**config.mk**
```make
export PLATFORM = sky130hd
export DESIGN_NAME = cacheController
export DESIGN_NICKNAME = d
export VERILOG_FILES = /design/src/source/cachePkg.sv /design/src/source/cacheController.sv
export SDC_FILE = /design/constraint.sdc
export NUM_CORES = 1
export LEC_CHECK = 0
export BUFFER_PORTS_ARGS = -buffer_cell sky130_fd_sc_hd__buf_2
export CELL_PAD_IN_SITES_DETAIL_PLACEMENT = 0
export CELL_PAD_IN_SITES_GLOBAL_PLACEMENT = 2
export CORE_ASPECT_RATIO = 0.6
export CORE_MARGIN = 2
export CORE_UTILIZATION = 24
export DETAILED_ROUTE_END_ITERATION = 8
export GPL_TIMING_DRIVEN = 0
export PLACE_DENSITY = 0.81
export SLEW_MARGIN = 20
export SYNTH_ARGS = -nofsm -noshare
export SYNTH_HDL_FRONTEND = slang
export SYNTH_SLANG_ARGS = --single-unit
export TNS_END_PERCENT = 1
```
**constraint.sdc**
```tcl
create_clock -name clk -period 3.1 [get_ports clk]
set_input_delay 0.62 -clock clk [delete_from_list [all_inputs] [get_ports clk]]
set_output_delay 0.62 -clock clk [all_outputs]
set_load 0.02 [all_outputs]
```
**src/source/cachePkg.sv**
```systemverilog
// Cache package holding the shared widths, word types and the controller state encoding
package cachePkg;

    // Main memory is word addressed
    localparam int AddrWidth = 16;

    // One data word
    localparam int WordWidth = 16;

    // Word position inside a line
    localparam int OffsetBits = 3;

    // Words per line
    localparam int LineWords = 1 << OffsetBits;

    // Full word address into main memory
    typedef logic [AddrWidth-1:0] addrT;

    // Data word as stored in cache and memory
    typedef logic [WordWidth-1:0] wordT;

    // Selects one word inside a line
    typedef logic [OffsetBits-1:0] wordOffsetT;

    // Controller sequence
    // Idle waits for a strobe, Lookup compares the tag,
    // WriteBack drains a dirty victim, Refill loads the new line,
    // Complete applies the access and signals done
    typedef enum logic [2:0] {
        Idle,
        Lookup,
        WriteBack,
        Refill,
        Complete
    } ctrlStateT;

endpackage

```
**src/source/cacheController.sv**
```systemverilog
// Cache controller decoding requests and sequencing lookup, write-back and refill
`timescale 1ns/10ps

module cacheController #(
    parameter int IndexBits = 11,
    localparam int TagBits = cachePkg::AddrWidth - IndexBits - cachePkg::OffsetBits
) (
    input  logic                    clk,
    input  logic                    rstN,
    input  logic                    read,
    input  logic                    write,
    input  cachePkg::addrT          address,
    input  cachePkg::wordT          writeValue,
    output logic                    busy,
    output logic                    done,
    output logic                    hit,
    output cachePkg::wordT          readValue,
    output logic [IndexBits-1:0]    lineIndex,
    output cachePkg::wordOffsetT    wordSel,
    output logic                    wordWrite,
    output cachePkg::wordT          wordData,
    output logic                    tagWrite,
    output logic [TagBits-1:0]      newTag,
    output logic                    setValid,
    output logic                    setDirty,
    output logic                    clearDirty,
    input  logic [TagBits-1:0]      lineTag,
    input  logic                    lineValid,
    input  logic                    lineDirty,
    input  cachePkg::wordT          readWord,
    output cachePkg::addrT          memAddress,
    output logic                    memWrite,
    output cachePkg::wordT          memWriteData,
    input  cachePkg::wordT          memReadData
);

    // One extra step covers the memory read latency during refill
    localparam int StepBits = cachePkg::OffsetBits + 1;
    localparam logic [StepBits-1:0] LastWriteBack = StepBits'(cachePkg::LineWords - 1);
    localparam logic [StepBits-1:0] LastFill = StepBits'(cachePkg::LineWords);

    cachePkg::ctrlStateT    state;
    cachePkg::ctrlStateT    nextState;

    // Latched request
    logic                   reqWrite;
    logic [TagBits-1:0]     reqTag;
    logic [IndexBits-1:0]   reqIndex;
    cachePkg::wordOffsetT   reqOffset;
    cachePkg::wordT         reqData;

    logic [StepBits-1:0]    stepCount;
    cachePkg::wordOffsetT   stepOffset;
    cachePkg::wordOffsetT   fillOffset;
    logic                   hitFlag;
    logic                   tagMatch;
    logic                   request;

    assign request = read | write;
    assign tagMatch = lineValid && (lineTag == reqTag);
    assign stepOffset = stepCount[cachePkg::OffsetBits-1:0];
    // Word returned by memory lags the issued address by one step
    assign fillOffset = stepOffset - cachePkg::wordOffsetT'(1);

    assign busy = (state != cachePkg::Idle);
    assign done = (state == cachePkg::Complete);
    assign hit = done && hitFlag;

    always_comb begin
        nextState = state;
        unique case (state)
            cachePkg::Idle:
                if (request) nextState = cachePkg::Lookup;
            cachePkg::Lookup:
                if (tagMatch) nextState = cachePkg::Complete;
                else if (lineDirty) nextState = cachePkg::WriteBack;
                else nextState = cachePkg::Refill;
            cachePkg::WriteBack:
                if (stepCount == LastWriteBack) nextState = cachePkg::Refill;
            cachePkg::Refill:
                if (stepCount == LastFill) nextState = cachePkg::Complete;
            cachePkg::Complete:
                nextState = cachePkg::Idle;
        endcase
    end

    always_ff @(posedge clk) begin
        if (!rstN) begin
            state <= cachePkg::Idle;
            stepCount <= '0;
            hitFlag <= 1'b0;
        end else begin
            state <= nextState;
            // Counter restarts at every state change
            if (nextState != state) stepCount <= '0;
            else stepCount <= stepCount + 1'b1;
            if (state == cachePkg::Lookup) hitFlag <= tagMatch;
        end
    end

    // Request capture on the sampling edge
    always_ff @(posedge clk) begin
        if (state == cachePkg::Idle && request) begin
            // Write wins over read
            reqWrite <= write;
            reqTag <= address[cachePkg::AddrWidth-1 -: TagBits];
            reqIndex <= address[cachePkg::OffsetBits +: IndexBits];
            reqOffset <= address[cachePkg::OffsetBits-1:0];
            reqData <= writeValue;
        end
    end

    // Read data ready on entry to Complete
    always_ff @(posedge clk) begin
        if (state == cachePkg::Lookup && tagMatch) begin
            readValue <= readWord;
        end else if (state == cachePkg::Refill && stepCount != '0 && fillOffset == reqOffset) begin
            // Take the requested word straight off the refill stream
            readValue <= memReadData;
        end
    end

    always_comb begin
        // Line store lookup runs ahead of the request latch while idle
        lineIndex = (state == cachePkg::Idle) ? address[cachePkg::OffsetBits +: IndexBits]
                                             : reqIndex;
        wordSel = reqOffset;
        wordWrite = 1'b0;
        wordData = reqData;
        tagWrite = 1'b0;
        newTag = reqTag;
        setValid = 1'b0;
        setDirty = 1'b0;
        clearDirty = 1'b0;
        memAddress = {reqTag, reqIndex, stepOffset};
        memWrite = 1'b0;
        memWriteData = readWord;
        unique case (state)
            cachePkg::Idle:
                wordSel = address[cachePkg::OffsetBits-1:0];
            cachePkg::Lookup:
                // Word 0 fetched early in case the victim must drain
                wordSel = '0;
            cachePkg::WriteBack: begin
                // Victim address from the resident tag
                wordSel = stepOffset + cachePkg::wordOffsetT'(1);
                memAddress = {lineTag, reqIndex, stepOffset};
                memWrite = 1'b1;
            end
            cachePkg::Refill: begin
                wordSel = fillOffset;
                wordData = memReadData;
                wordWrite = (stepCount != '0);
                if (stepCount == LastFill) begin
                    tagWrite = 1'b1;
                    setValid = 1'b1;
                    clearDirty = 1'b1;
                end
            end
            cachePkg::Complete:
                if (reqWrite) begin
                    wordWrite = 1'b1;
                    setDirty = 1'b1;
                end
        endcase
    end

endmodule

```
==> results of run 1 <==
## routing by layer
metal / routed length [microns] / track usage
met3: 722 / 0.0566
met2: 3340 / 0.185
met4: 98 / 0.0362
met5: 0 / 0
met1: 3800 / 0.158
## sequential cells by signal, summed over array words and instances (netlist names)
name / count
hitFlag: 1
reqOffset: 3
reqWrite: 1
newTag: 2
state: 3
stepCount: 4
readValue: 16
reqIndex: 11
reqData: 16
## cells in the mapped netlist (2+ instances only)
cell type  count
buf_4         22
buf_6          2
edfxtp_1      49
ha_1           2
buf_2          4
o221ai_1       2
nand3_1        2
nor2_1         5
nor3_2         2
clkbuf_1       4
nand2_1       10
inv_1          5
dfxtp_1        8
xor2_1         2
nor3_1         4
mux2_2        38
nand3b_1       2
a22oi_1        3
o21ai_0        8
xnor2_1        8
and3_1         2
mux2_1         7
## power groups by stage
stage          registers, mW  logic (mW)  clock network, mW
6_report                1.03        1.02               1.13
3_3_place_gp            1.05       0.990                  0
4_1_cts                 1.03        1.05               1.17
5_1_grt                 1.04        1.12               1.19
2_1_floorplan           1.09       0.627                  0
3_5_place_dp            1.04        1.04                  0
## kinds of logic after synthesis
kind of cell,share of synthesized area
AOI/OAI and AO/OA,0.0590
xor gates and xnor gates,0.0302
adders and majority gates,0.00862
buffers and inverters,0.0832
DFF,0.562
muxes,0.180
and+or+nand+nor,0.0776
## how the worst max path moves through the flow
stage,start,endpoint,cells past startpoint
global route,state[2],wordData[13],6
floorplan,state[1],newTag[0],5
global placement,state[1],reqData[15],5
CTS,state[2],wordData[2],6
detailed placement,lineTag[0],readValue[2],8
finish,state[2],wordData[7],6
## tightest hold or removal path, stage by stage (launching register included)
cell,delay [ns]
dfxtp_1,0.30
nand2_1,0.04
a21boi_0,0.06
## final cells by class
cell class | count | area, sq um | share of cell area
sequential | 57 | 1630 | 0.379
multi-input combinational | 119 | 1060 | 0.245
timing repair buffer | 162 | 836 | 0.194
clock buffer | 10 | 229 | 0.0532
buffer | 32 | 223 | 0.0517
tap | 165 | 206 | 0.0479
clock inverter | 6 | 106 | 0.0247
inverter | 5 | 18.8 | 0.00436
==> reports/results.txt, run 1 <==
The clock transition at the register clock pins on the worst setup and hold paths after CTS is 0.05 ns. Across all register-to-register paths, the minimum setup slack is 0.73 ns. The biggest area contributor in the post-synthesis netlist is edfxtp_1. The wire length of the first global-routing pass is 12000 microns, and the wire length after detailed routing is 7960 microns.

The tools report the total count of max-transition violations in the final report as 0. The number of I/O port buffers is 160, and the number of global-route vias before repair is 2220. Setup total negative slack on the finished layout was measured at 0 ns. Starting density of the core: 0.243.

The total clock sinks was 57; the routed length per instance was 14.3 microns. The run gives 0.323 as the share of total power in sequential cells. The initial antenna violation count is 0, and the hold-critical path depth is 2.

The headroom to the max-slew limit is 0.545, and the largest vdd supply drop is 0.273 mV. The synthesized design contains 57 register bits. Setup repair after global routing left no endpoint under its margin. The proportion of synthesized flip-flops having asynchronous set or reset works out to 0.

Setup slack on the critical path of the routed design comes to 0.388 ns. The path class of the tightest hold or removal check is reg2reg. The mapped netlist covers 2900 sq um. Once the clock tree was built, the resizer swapped 0 gates to a different size. Overall power consumption: 3.18 mW.

The switching part of the total power was 0.317; the worst stage delay on the critical path was 0.53 ns. TritonCTS built the clock tree. Max-cap violations in this run came to 0. The via count came out at 2335. Distinct cell type count of the synthesized netlist: 44. At the placement stage, the worst setup path has a slack of 0.560 ns. The flow ran to the end, and the final reports show no timing, DRC or antenna violations.

During I/O placement, the number of pins put on the boundary was 161. The number of antenna-violating nets in the routed design was 0. At the worst endpoint, the arrival time is 2.09 ns.

The post-synthesis sequential area ratio was 0.562. For the pin with the worst max-slew slack, the measured transition is 0.683 ns. The endpoint kind of the worst setup timing path was an output pin. The most used flip-flop cell after synthesis is edfxtp_1. Global routing finished with a remaining overflow of 0. In this run, the number of DRC markers left after iteration 0 of detailed routing was 103.

The tools report the static leakage as 1.88 nW. The tools report the final clock skew as 0.00719 ns. Of all nets on the critical path, the largest fanout is 10. For this run, the number of Yosys warnings is 0. For the worst-skew pair later-pin latency, the log shows 0.32 ns.

The longest clock path from root to sink contains 2 buffers. The number of placed instances, taps included, is 540. The H-tree was split into 3 levels. The die footprint was 13000 sq um.

For the TritonCTS buffer count, the log shows 9. In this run the post-CTS setup repair buffer count came out at 0. The kind of launch point of the worst setup path was a flip-flop.

Leaving out fill and tap cells, the most frequent cell in the layout is buf_2. The number of nets at the end of the flow was 460; the die outline width was 146 microns. The total iterations of the first detailed-routing run is 4, and the path depth of the worst reg2reg path is 7. In the layout the commonest cells are buf_2, edfxtp_1, mux2_2, buf_4, nand2_1. The final estimated routing congestion in global placement was 0.841; the fraction of synthesized cell area taken by the top area cell type was 0.507. The worst hold path terminates at hitFlag. The classification of the worst setup path was reg2out. The kind of cell with the highest combined delay on the critical path is buffers and inverters. The number of diodes added for antenna fixing is 0. On the critical path, the stage with the largest delay is an instance of clkbuf_1.

For the worst setup path, the data required time is 2.48 ns. Based on the critical path, the design can be clocked at up to 369 MHz. Clock tree synthesis selected as its root buffer the cell clkbuf_16. The tools report the post-synth net total as 287. For the count of endpoints failing hold in the final timing report, the log shows 0.

The worst hold path begins at hitFlag. The number of rows created at floorplan came out at 31. Entering global routing, the biggest net connects 21 pins.

Internal power comes to 2.18 mW. The ratio of cells with drive above 1 in the final layout was 0.645; the placed wire-length estimate after detailed placement was 6260 microns. The core region is 11900 sq um. The source of the worst register-to-register timing path is stepCount[0]. Area added between synthesis and finish: 48.3%. Walking the worst path, the cells encountered are buf_4 -> nor2b_4 -> nand2_1 -> clkbuf_1 -> mux2_2 -> buf_2.

Fill cells in the final layout number 1249. The post-synthesis cell count is 213, and the detail-routed via count per cell is 4.20. The portion of the clock cycle consumed by the worst path in the final layout is 0.875, and the area of all placed cells without fillers is 4310 sq um. From bottom edge to top edge, the die measures 89.2 microns. For the instance area at placement, the log shows 3970 sq um. The run gives 0.361 as the share of the core filled with cells. The tools report the clock group share of total power as 0.355. For this design the ratio of total power to cell area is 739 nW/um^2. The logic gate share of total power is 0.322, and the final number of setup-violating endpoints is 0.

Excluding fillers, the count of instances in the completed layout stands at 556. The worst hold-check slack came out at 0.460 ns. In the routed design, unresolved DRC markers number 0.

By area the synthesized netlist is led by edfxtp_1, mux2_2, buf_4. The post-route minimum period is 2.71 ns, and the global-route total usage across every layer is 0.122. Buffers inserted to repair hold after CTS numbered 0. The total buffers and inverters traversed by the critical path is 3. The analysis attributes to net switching a power of 1.01 mW. The worst register-to-register path ends at readValue[3]. The synthesized design contains 49 enable-type register cells. The average footprint of a synthesized cell works out to 13.6 sq um.
Note: power is estimated with default switching activity, not from simulation.
==> run 2: changes to the inputs <==
--- a/config.mk
+++ b/config.mk
@@ -5,15 +5,16 @@
 export SDC_FILE = /design/constraint.sdc
 export NUM_CORES = 1
 export LEC_CHECK = 0
+export ABC_AREA = 1
 export BUFFER_PORTS_ARGS = -buffer_cell sky130_fd_sc_hd__buf_2
 export CELL_PAD_IN_SITES_DETAIL_PLACEMENT = 0
 export CELL_PAD_IN_SITES_GLOBAL_PLACEMENT = 2
 export CORE_ASPECT_RATIO = 0.6
 export CORE_MARGIN = 2
-export CORE_UTILIZATION = 24
+export CORE_UTILIZATION = 22
 export DETAILED_ROUTE_END_ITERATION = 8
 export GPL_TIMING_DRIVEN = 0
-export PLACE_DENSITY = 0.81
+export PLACE_DENSITY = 0.83
 export SLEW_MARGIN = 20
 export SYNTH_ARGS = -nofsm -noshare
 export SYNTH_HDL_FRONTEND = slang
==> run 2 against run 1 <==
  * Critical path depth rose by 1
  * Setup slack improved by 0.027 ns
  * Combinational power up 89%
  * Register-to-register slack worse by 0.09 ns
  * Critical path type unchanged
==> reports/results.txt, run 2 <==
The fraction of met2 tracks used by global routing was 0.174 (-0.0111). Most crowded layer after global routing: met1. The tools report the final number of setup-violating endpoints as 0 (unchanged).

The initial antenna violation count is 0 (unchanged), and the reported max-cap violation count is 0 (unchanged). Vertical die dimension: 92.6 microns (+3.8%). The number of I/O port buffers works out to 160 (unchanged). The met3 routing resource usage after global routing is 0.0424 (-0.0143). Data arrival time of the critical path: 2.07 ns (-0.02 ns). The portion of the clock cycle consumed by the worst path in the final layout is 0.866 (-0.00861), and the TritonCTS buffer count is 9 (unchanged).

Minimum setup slack after placement: 0.578 ns (+0.0182 ns). The die footprint came out at 14100 sq um (+7.9%). For the final-layout setup total negative slack, the log shows 0 ns (unchanged). The number of resized instances in the post-cts repair step was 0 (unchanged); the fmax was 372 MHz (+0.99%). The post-synthesis sequential area ratio was 0.566 (+0.00464). The post-synthesis instance area is 2880 sq um (-0.82%), and the area added between synthesis and finish is 48.1%. Kind of launch point of the worst setup path: a flip-flop.

The post-route minimum period came out at 2.69 ns (-0.0267 ns). The total iterations of the first detailed-routing run is 6 (+2), and the average footprint of a synthesized cell is 9.14 sq um (-33%). Quantity of hold-fixing buffers added after cts: 0 (unchanged). The detail-routed via count per cell is 4.03 (-4.0%), and the endpoint required time on the critical path is 2.48 ns (about the same).

The biggest area contributor in the post-synthesis netlist is edfxtp_1. The met1 capacity usage during global routing is 0.183 (+0.0255). By startpoint and endpoint, the worst setup path is classified as reg2out. The ratio of cells with drive above 1 in the final layout came out at 0.434 (-0.210). For the instance count after placement with tap cells included, the log shows 647 (+20%). The core area was 12800 sq um (+7.2%). The headroom to the max-slew limit was 0.546 (+0.00134). The number of rows created at floorplan is 32 (+3.2%), and the number of warnings printed during yosys synthesis is 0 (unchanged).

The run gives 2523 (+14%) as the number of global-route vias before repair. The path with the worst hold slack has its endpoint at reqData[0]. The top cell types in the final layout, fill and taps aside, are buf_2, nand2_1, edfxtp_1, inv_1, nor2_1. The post-synth net total came out at 389 (+36%). The tools report the final estimated routing congestion in global placement as 0.780 (-7.2%). The count of boundary I/O pins came out at 161 (unchanged). Number of setup buffers added after CTS: 0 (unchanged).

TritonCTS built the clock tree. First-iteration detailed-routing DRC count: 102 (-0.97%). STA classifies the critical path endpoint as an output pin. For the maximum count of clock buffers along a single path, the log shows 2 (unchanged). The number of flops mapped to enable cells by yosys was 49 (unchanged). The residual overflow from global routing is 0 (unchanged). Distinct cell type count of the synthesized netlist: 28 (-36%). The power density over the cells is 977 nW/um^2 (+32%).

For the maximum number of pins on one net before global-route repair, the log shows 23 (+9.5%). Largest vdd supply drop: 0.430 mV (+58%). For the filler-free cell count of the finished design, the log shows 663 (+19%).

The tools report the root buffer selected by CTS as clkbuf_16. The flow ran to the end, and the final reports show no timing, DRC or antenna violations. Static leakage: 2.12 nW (+13%). The die outline width came out at 152 microns (+3.9%).

The tools report the count of endpoints failing hold in the final timing report as 0 (unchanged). The clock transition at the register clock pins on the worst setup and hold paths after CTS is 0.05 ns (about the same), and the fraction of synthesized cell area taken by the top area cell type is 0.511 (+0.00418). The run gives 0 (unchanged) as the number of antenna-violating nets in the routed design. Proportion of synthesized flip-flops having asynchronous set or reset: 0 (unchanged).

The total clock sinks was 57 (unchanged); the number of diodes added for antenna fixing was 0 (unchanged). The maximum net fanout on the critical path is 10 (unchanged), and the number of register bits inferred by synthesis is 57 (unchanged). Setup repair after global routing left no endpoint under its margin.

The via count is 2673 (+14%), and the routed length per instance is 13.3 microns (-7.0%). In the final layout, the registers with the most flip-flops are readValue (16), reqData (16), reqIndex (11). Type of the most critical hold path: in2reg. The total count of max-transition violations in the final report came out at 0 (unchanged). The hold-critical path depth works out to 1 (-1).

For the global-route total usage across every layer, the log shows 0.125 (+0.00324). Leaving out fill and tap cells, the most frequent cell in the layout is buf_2. The number of nets at the end of the flow was 562 (+22%). The tools report the source of the worst register-to-register timing path as stepCount[0]. The tools report the endpoint of the lowest-slack register-to-register path as readValue[1]. The wire length after detailed routing was 8830 microns (+11%). For the instance area at placement, the log shows 3960 sq um (-0.44%). The run gives 0.32 ns (about the same) as the worst-skew pair later-pin latency. Ranked by total cell area, the synthesized netlist is headed by edfxtp_1, nand2_1, dfxtp_1. The path depth of the worst reg2reg path was 6 (-1); the worst setup slack for register-to-register paths was 0.64 ns (-0.09 ns).

Starting density of the core: 0.225 (-0.0183). The placed wire-length estimate after detailed placement came out at 7080 microns (+13%). The final clock skew is 0.00481 ns (-0.00238 ns), and the total DRC errors in the routed layout is 0 (unchanged). The dominant cell by count in the synthesized netlist is nand2_1. By count the netlist is led by nand2_1, edfxtp_1, inv_1. For this run, the leading register cell type out of synthesis is edfxtp_1. For the post-synthesis cell count, the log shows 315 (+48%). The post-layout worst setup margin came out at 0.415 ns (+0.0267 ns). The total number of H-tree levels was 3 (unchanged); the actual slew at the worst max-slew pin was 0.681 ns (-0.00201 ns).

Wire length of the first global-routing pass: 13300 microns (+11%). The origin of the worst min-delay path was writeValue[0]. The area of all placed cells without fillers is 4270 sq um (-0.99%).
-- run 2: metrics by stage --
step,hold WS (ns),utilization,total power [mW]
6_report,0.474,0.333,4.17
3_3_place_gp,0.532,0.304,3.10
4_1_cts,0.455,0.333,4.23
5_1_grt,0.453,0.333,4.45
2_1_floorplan,0.505,-,2.45
3_5_place_dp,0.532,0.309,3.16
-- run 2: worst max-delay path by stage --
stage,startpoint,endpoint,cells after the start
CTS,state[1],lineIndex[3],7
detailed placement,lineTag[0],readValue[4],7
global route,state[1],lineIndex[4],7
global placement,state[1],reqData[5],6
finish,state[1],lineIndex[7],7
floorplan,state[1],newTag[0],6
-- run 2: cell families after synthesis --
group / count (synthesis) / share of synthesized area
fa+ha+maj: 2 / 0.00869
simple gates: 133 / 0.195
flops: 57 / 0.566
mux: 1 / 0.00391
xor+xnor: 6 / 0.0182
buf+inv: 70 / 0.123
compound gates: 46 / 0.0847
-- run 2: worst max-delay path, stage by stage (launching register included) --
cell and delay [ns]:
dfxtp_1 0.38, inv_1 0.13, nand2_1 0.08, nor2_1 0.35, clkbuf_1 0.46, nand2_1 0.09
nand2_1 0.09, buf_2 0.17
-- run 2: final cells by class --
type	instances	area, sq um
Buffer	30	200
Clock buffer	9	225
Clock inverter	7	85.1
Fill cell	1369	8550
Inverter	40	153
Multi-Input combinational cell	188	922
Sequential cell	57	1630
Tap cell	170	213
Timing Repair Buffer	162	836
-- run 2: per-layer routing --
layer | wire length, microns | up-vias
met5 | 0 | -
met3 | 632 | 9
met2 | 3550 | 93
met4 | 97 | 0
li1 | - | 1359
met1 | 4550 | 1212
-- run 2: power breakdown --
group / switching (mW) / total (mW) / internal, mW
sequential: 0.0972 / 1.21 / 1.11
combinational: 1.32 / 1.93 / 0.605
clock: 0.339 / 1.03 / 0.694
==> run 3: changes to the inputs <==
--- a/config.mk
+++ b/config.mk
@@ -15,6 +15,7 @@
 export DETAILED_ROUTE_END_ITERATION = 8
 export GPL_TIMING_DRIVEN = 0
 export PLACE_DENSITY = 0.83
+export RECOVER_POWER = 50
 export SLEW_MARGIN = 20
 export SYNTH_ARGS = -nofsm -noshare
 export SYNTH_HDL_FRONTEND = slang
==> run 3 against run 2 <==
  * Power fell by 1.3%
  * Largest cell class unchanged
  * Via count is essentially flat
  * Sequential cell count is the same
  * Clock power about the same
  * Critical path type is now reg2reg
  * Final cell count stayed put
  * Setup slack got worse by 0.046 ns
  * Combinational power down 3%
  * Non-clock buffer count did not move
==> reports/results.txt, run 3 (synthesis gave the netlist of run 2 again) <==
The headroom to the max-slew limit was 0.548 (+0.00200); the wire length after detailed routing was 8880 microns (+0.59%). The tools report the internal power contribution as 2.37 mW (-1.5%). STA classifies the critical path startpoint as a flip-flop.

The die outline width came out at 152 microns (unchanged). For the data arrival time of the critical path, the log shows 2.75 ns (+0.68 ns). Switching part of the total power: 0.423 (+0.00119).

The actual slew at the worst max-slew pin works out to 0.678 ns (-0.00300 ns). The library cell used most frequently in the layout, excluding fill and tap cells, is buf_2. The total iterations of the first detailed-routing run was 6 (unchanged). The first-iteration detailed-routing DRC count was 106 (+3.9%); the number of nets at the end of the flow was 562 (unchanged). The maximum number of pins on one net before global-route repair was 23 (unchanged); the area added between synthesis and finish was 44.6%. Number of global-route vias before repair: 2523 (unchanged).

For the share of the core filled with cells, the log shows 0.325 (-0.00781). The initial antenna violation count is 0 (unchanged). The total area of multi-input combinational cells is 895 sq um (-3.0%), and the residual overflow from global routing is 0 (unchanged). The run gives 0.293 (+0.004) as the share of total power in sequential cells. The run finished with clean final reports.

In this run the worst hold path is classified as in2reg. For the final clock skew, the log shows 0.00531 ns (+0.000498 ns). The endpoint kind of the worst setup timing path is a flip-flop. The number of antenna-violating nets in the routed design is 0 (unchanged), and the fmax is 366 MHz (-1.7%). For the number of fillers in the final layout, the log shows 1399 (+2.2%). TritonCTS built the clock tree. The core area was 12800 sq um (unchanged); the count of boundary I/O pins was 161 (unchanged).

For the final estimated routing congestion in global placement, the log shows 0.780 (unchanged). The number of resized instances in the post-cts repair step is 0 (unchanged), and the worst-skew pair later-pin latency is 0.32 ns (about the same). The power density over the cells is 987 nW/um^2 (+1.1%), and the largest vdd supply drop is 0.425 mV (-1.1%).

The classification of the worst setup path is reg2reg. Starting density of the core: 0.225 (unchanged). Maximum count of clock buffers along a single path: 2 (unchanged). Setup repair after global routing left no endpoint under its margin. The static leakage came out at 1.95 nW (-8.0%). The run gives 3.12 ns (+0.64 ns) as the endpoint required time on the critical path. The TritonCTS buffer count was 9 (unchanged); the placed wire-length estimate after detailed placement was 7080 microns (unchanged). The quantity of hold-fixing buffers added after cts came out at 0 (unchanged).

In the final layout, the registers with the most flip-flops are readValue (16), reqData (16), reqIndex (11). The routed length per instance is 13.4 microns (+0.59%). The tools report the root buffer selected by CTS as clkbuf_16. The net switching component of the power is 1.74 mW (-1.0%), and the ratio of cells with drive above 1 in the final layout is 0.308 (-0.126). The number of diodes added for antenna fixing was 0 (unchanged); the vertical die dimension was 92.6 microns (unchanged). The total DRC errors in the routed layout is 0 (unchanged), and the clock transition at the register clock pins on the worst setup and hold paths after CTS is 0.05 ns (about the same). The wire length of the first global-routing pass is 13300 microns (unchanged), and the total number of H-tree levels is 3 (unchanged).

The portion of the clock cycle consumed by the worst path in the final layout was 0.881 (+0.0150). The clock group share of total power is 0.251 (+0.003). The count of endpoints failing hold in the final timing report is 0 (unchanged).

For the via count, the log shows 2672 (-0.037%). The total clock sinks was 57 (unchanged); the post-route minimum period was 2.73 ns (+0.0464 ns). For the global-route total usage across every layer, the log shows 0.125 (unchanged). The die footprint is 14100 sq um (unchanged). The detail-routed via count per cell was 4.03 (about the same). The tools report the logic gate share of total power as 0.455 (-0.008). In the layout the commonest cells are buf_2, nand2_1, clkbuf_1, edfxtp_1, inv_1.

The number of I/O port buffers is 160 (unchanged), and the final number of setup-violating endpoints is 0 (unchanged). The maximum net fanout on the critical path was 10 (unchanged). Number of rows created at floorplan: 32 (unchanged). The reported max-cap violation count was 0 (unchanged).

The run gives 0 (unchanged) as the number of setup buffers added after CTS. The final-layout setup total negative slack came out at 0 ns (unchanged). The tools report the total count of max-transition violations in the final report as 0 (unchanged). The area of all sequential standard cells came out at 1630 sq um (unchanged).
[run 3: cell types whose count changed in the layout (fill, tap and decap cells not counted), moves of 2 or more]
cell,before,now
buf_2,161,104
clkbuf_1,7,64
nand3_1,10,13
buf_4,22,20
clkbuf_4,0,2
nand3_2,2,0
[run 3: cell type report]
class / instances / area share
Tap cell: 170 / 0.0511
Sequential cell: 57 / 0.392
Clock inverter: 7 / 0.0204
Buffer: 30 / 0.0481
Timing Repair Buffer: 162 / 0.184
Clock buffer: 9 / 0.0541
Inverter: 40 / 0.0363
Multi-Input combinational cell: 188 / 0.215
[run 3: per-layer routing]
layer	global-route usage	up-vias	wire [microns]
met5	0	-	0
met4	0.0347	0	97
met3	0.0424	9	683
met2	0.174	95	3540
met1	0.183	1213	4560
li1	-	1355	-
[run 3: final timing paths]
kind,start,to,slack [ns],cells after the start
hold / removal,writeValue[0],reqData[0],0.47,1
setup reg to reg,state[2],readValue[1],0.37,8
hold reg to reg,hitFlag,hitFlag,0.55,2
setup / recovery,state[2],readValue[1],0.37,8
[run 3: per-stage QoR]
step	total power [mW]	area [sq um]	hold WS (ns)	cells	setup WS [ns]
3_5_place_dp	3.16	3960	0.532	647	0.578
2_1_floorplan	2.45	2890	0.505	315	0.189
6_report	4.11	4170	0.473	663	0.368
3_3_place_gp	3.10	3900	0.532	645	-0.891
4_1_cts	4.23	4270	0.455	663	0.383
5_1_grt	4.40	4170	0.453	663	0.161
[run 3: worst max-delay path, stage by stage (launching register included)]
cell and delay, ns:
dfxtp_1 0.30, buf_6 0.14, clkinvlp_2 0.14, nand2_1 0.07
nor2_1 0.28, nand3_1 0.48, clkbuf_1 0.46, o41ai_4 0.23
buf_4 0.32
[run 3: power groups by stage]
stage          Sequential [mW]  Clock [mW]  Combinational [mW]
2_1_floorplan             1.31           0                1.14
3_3_place_gp              1.23           0                1.87
3_5_place_dp              1.22           0                1.94
4_1_cts                   1.21        1.07                1.95
5_1_grt                   1.23        1.10                2.07
6_report                  1.21        1.03                1.87
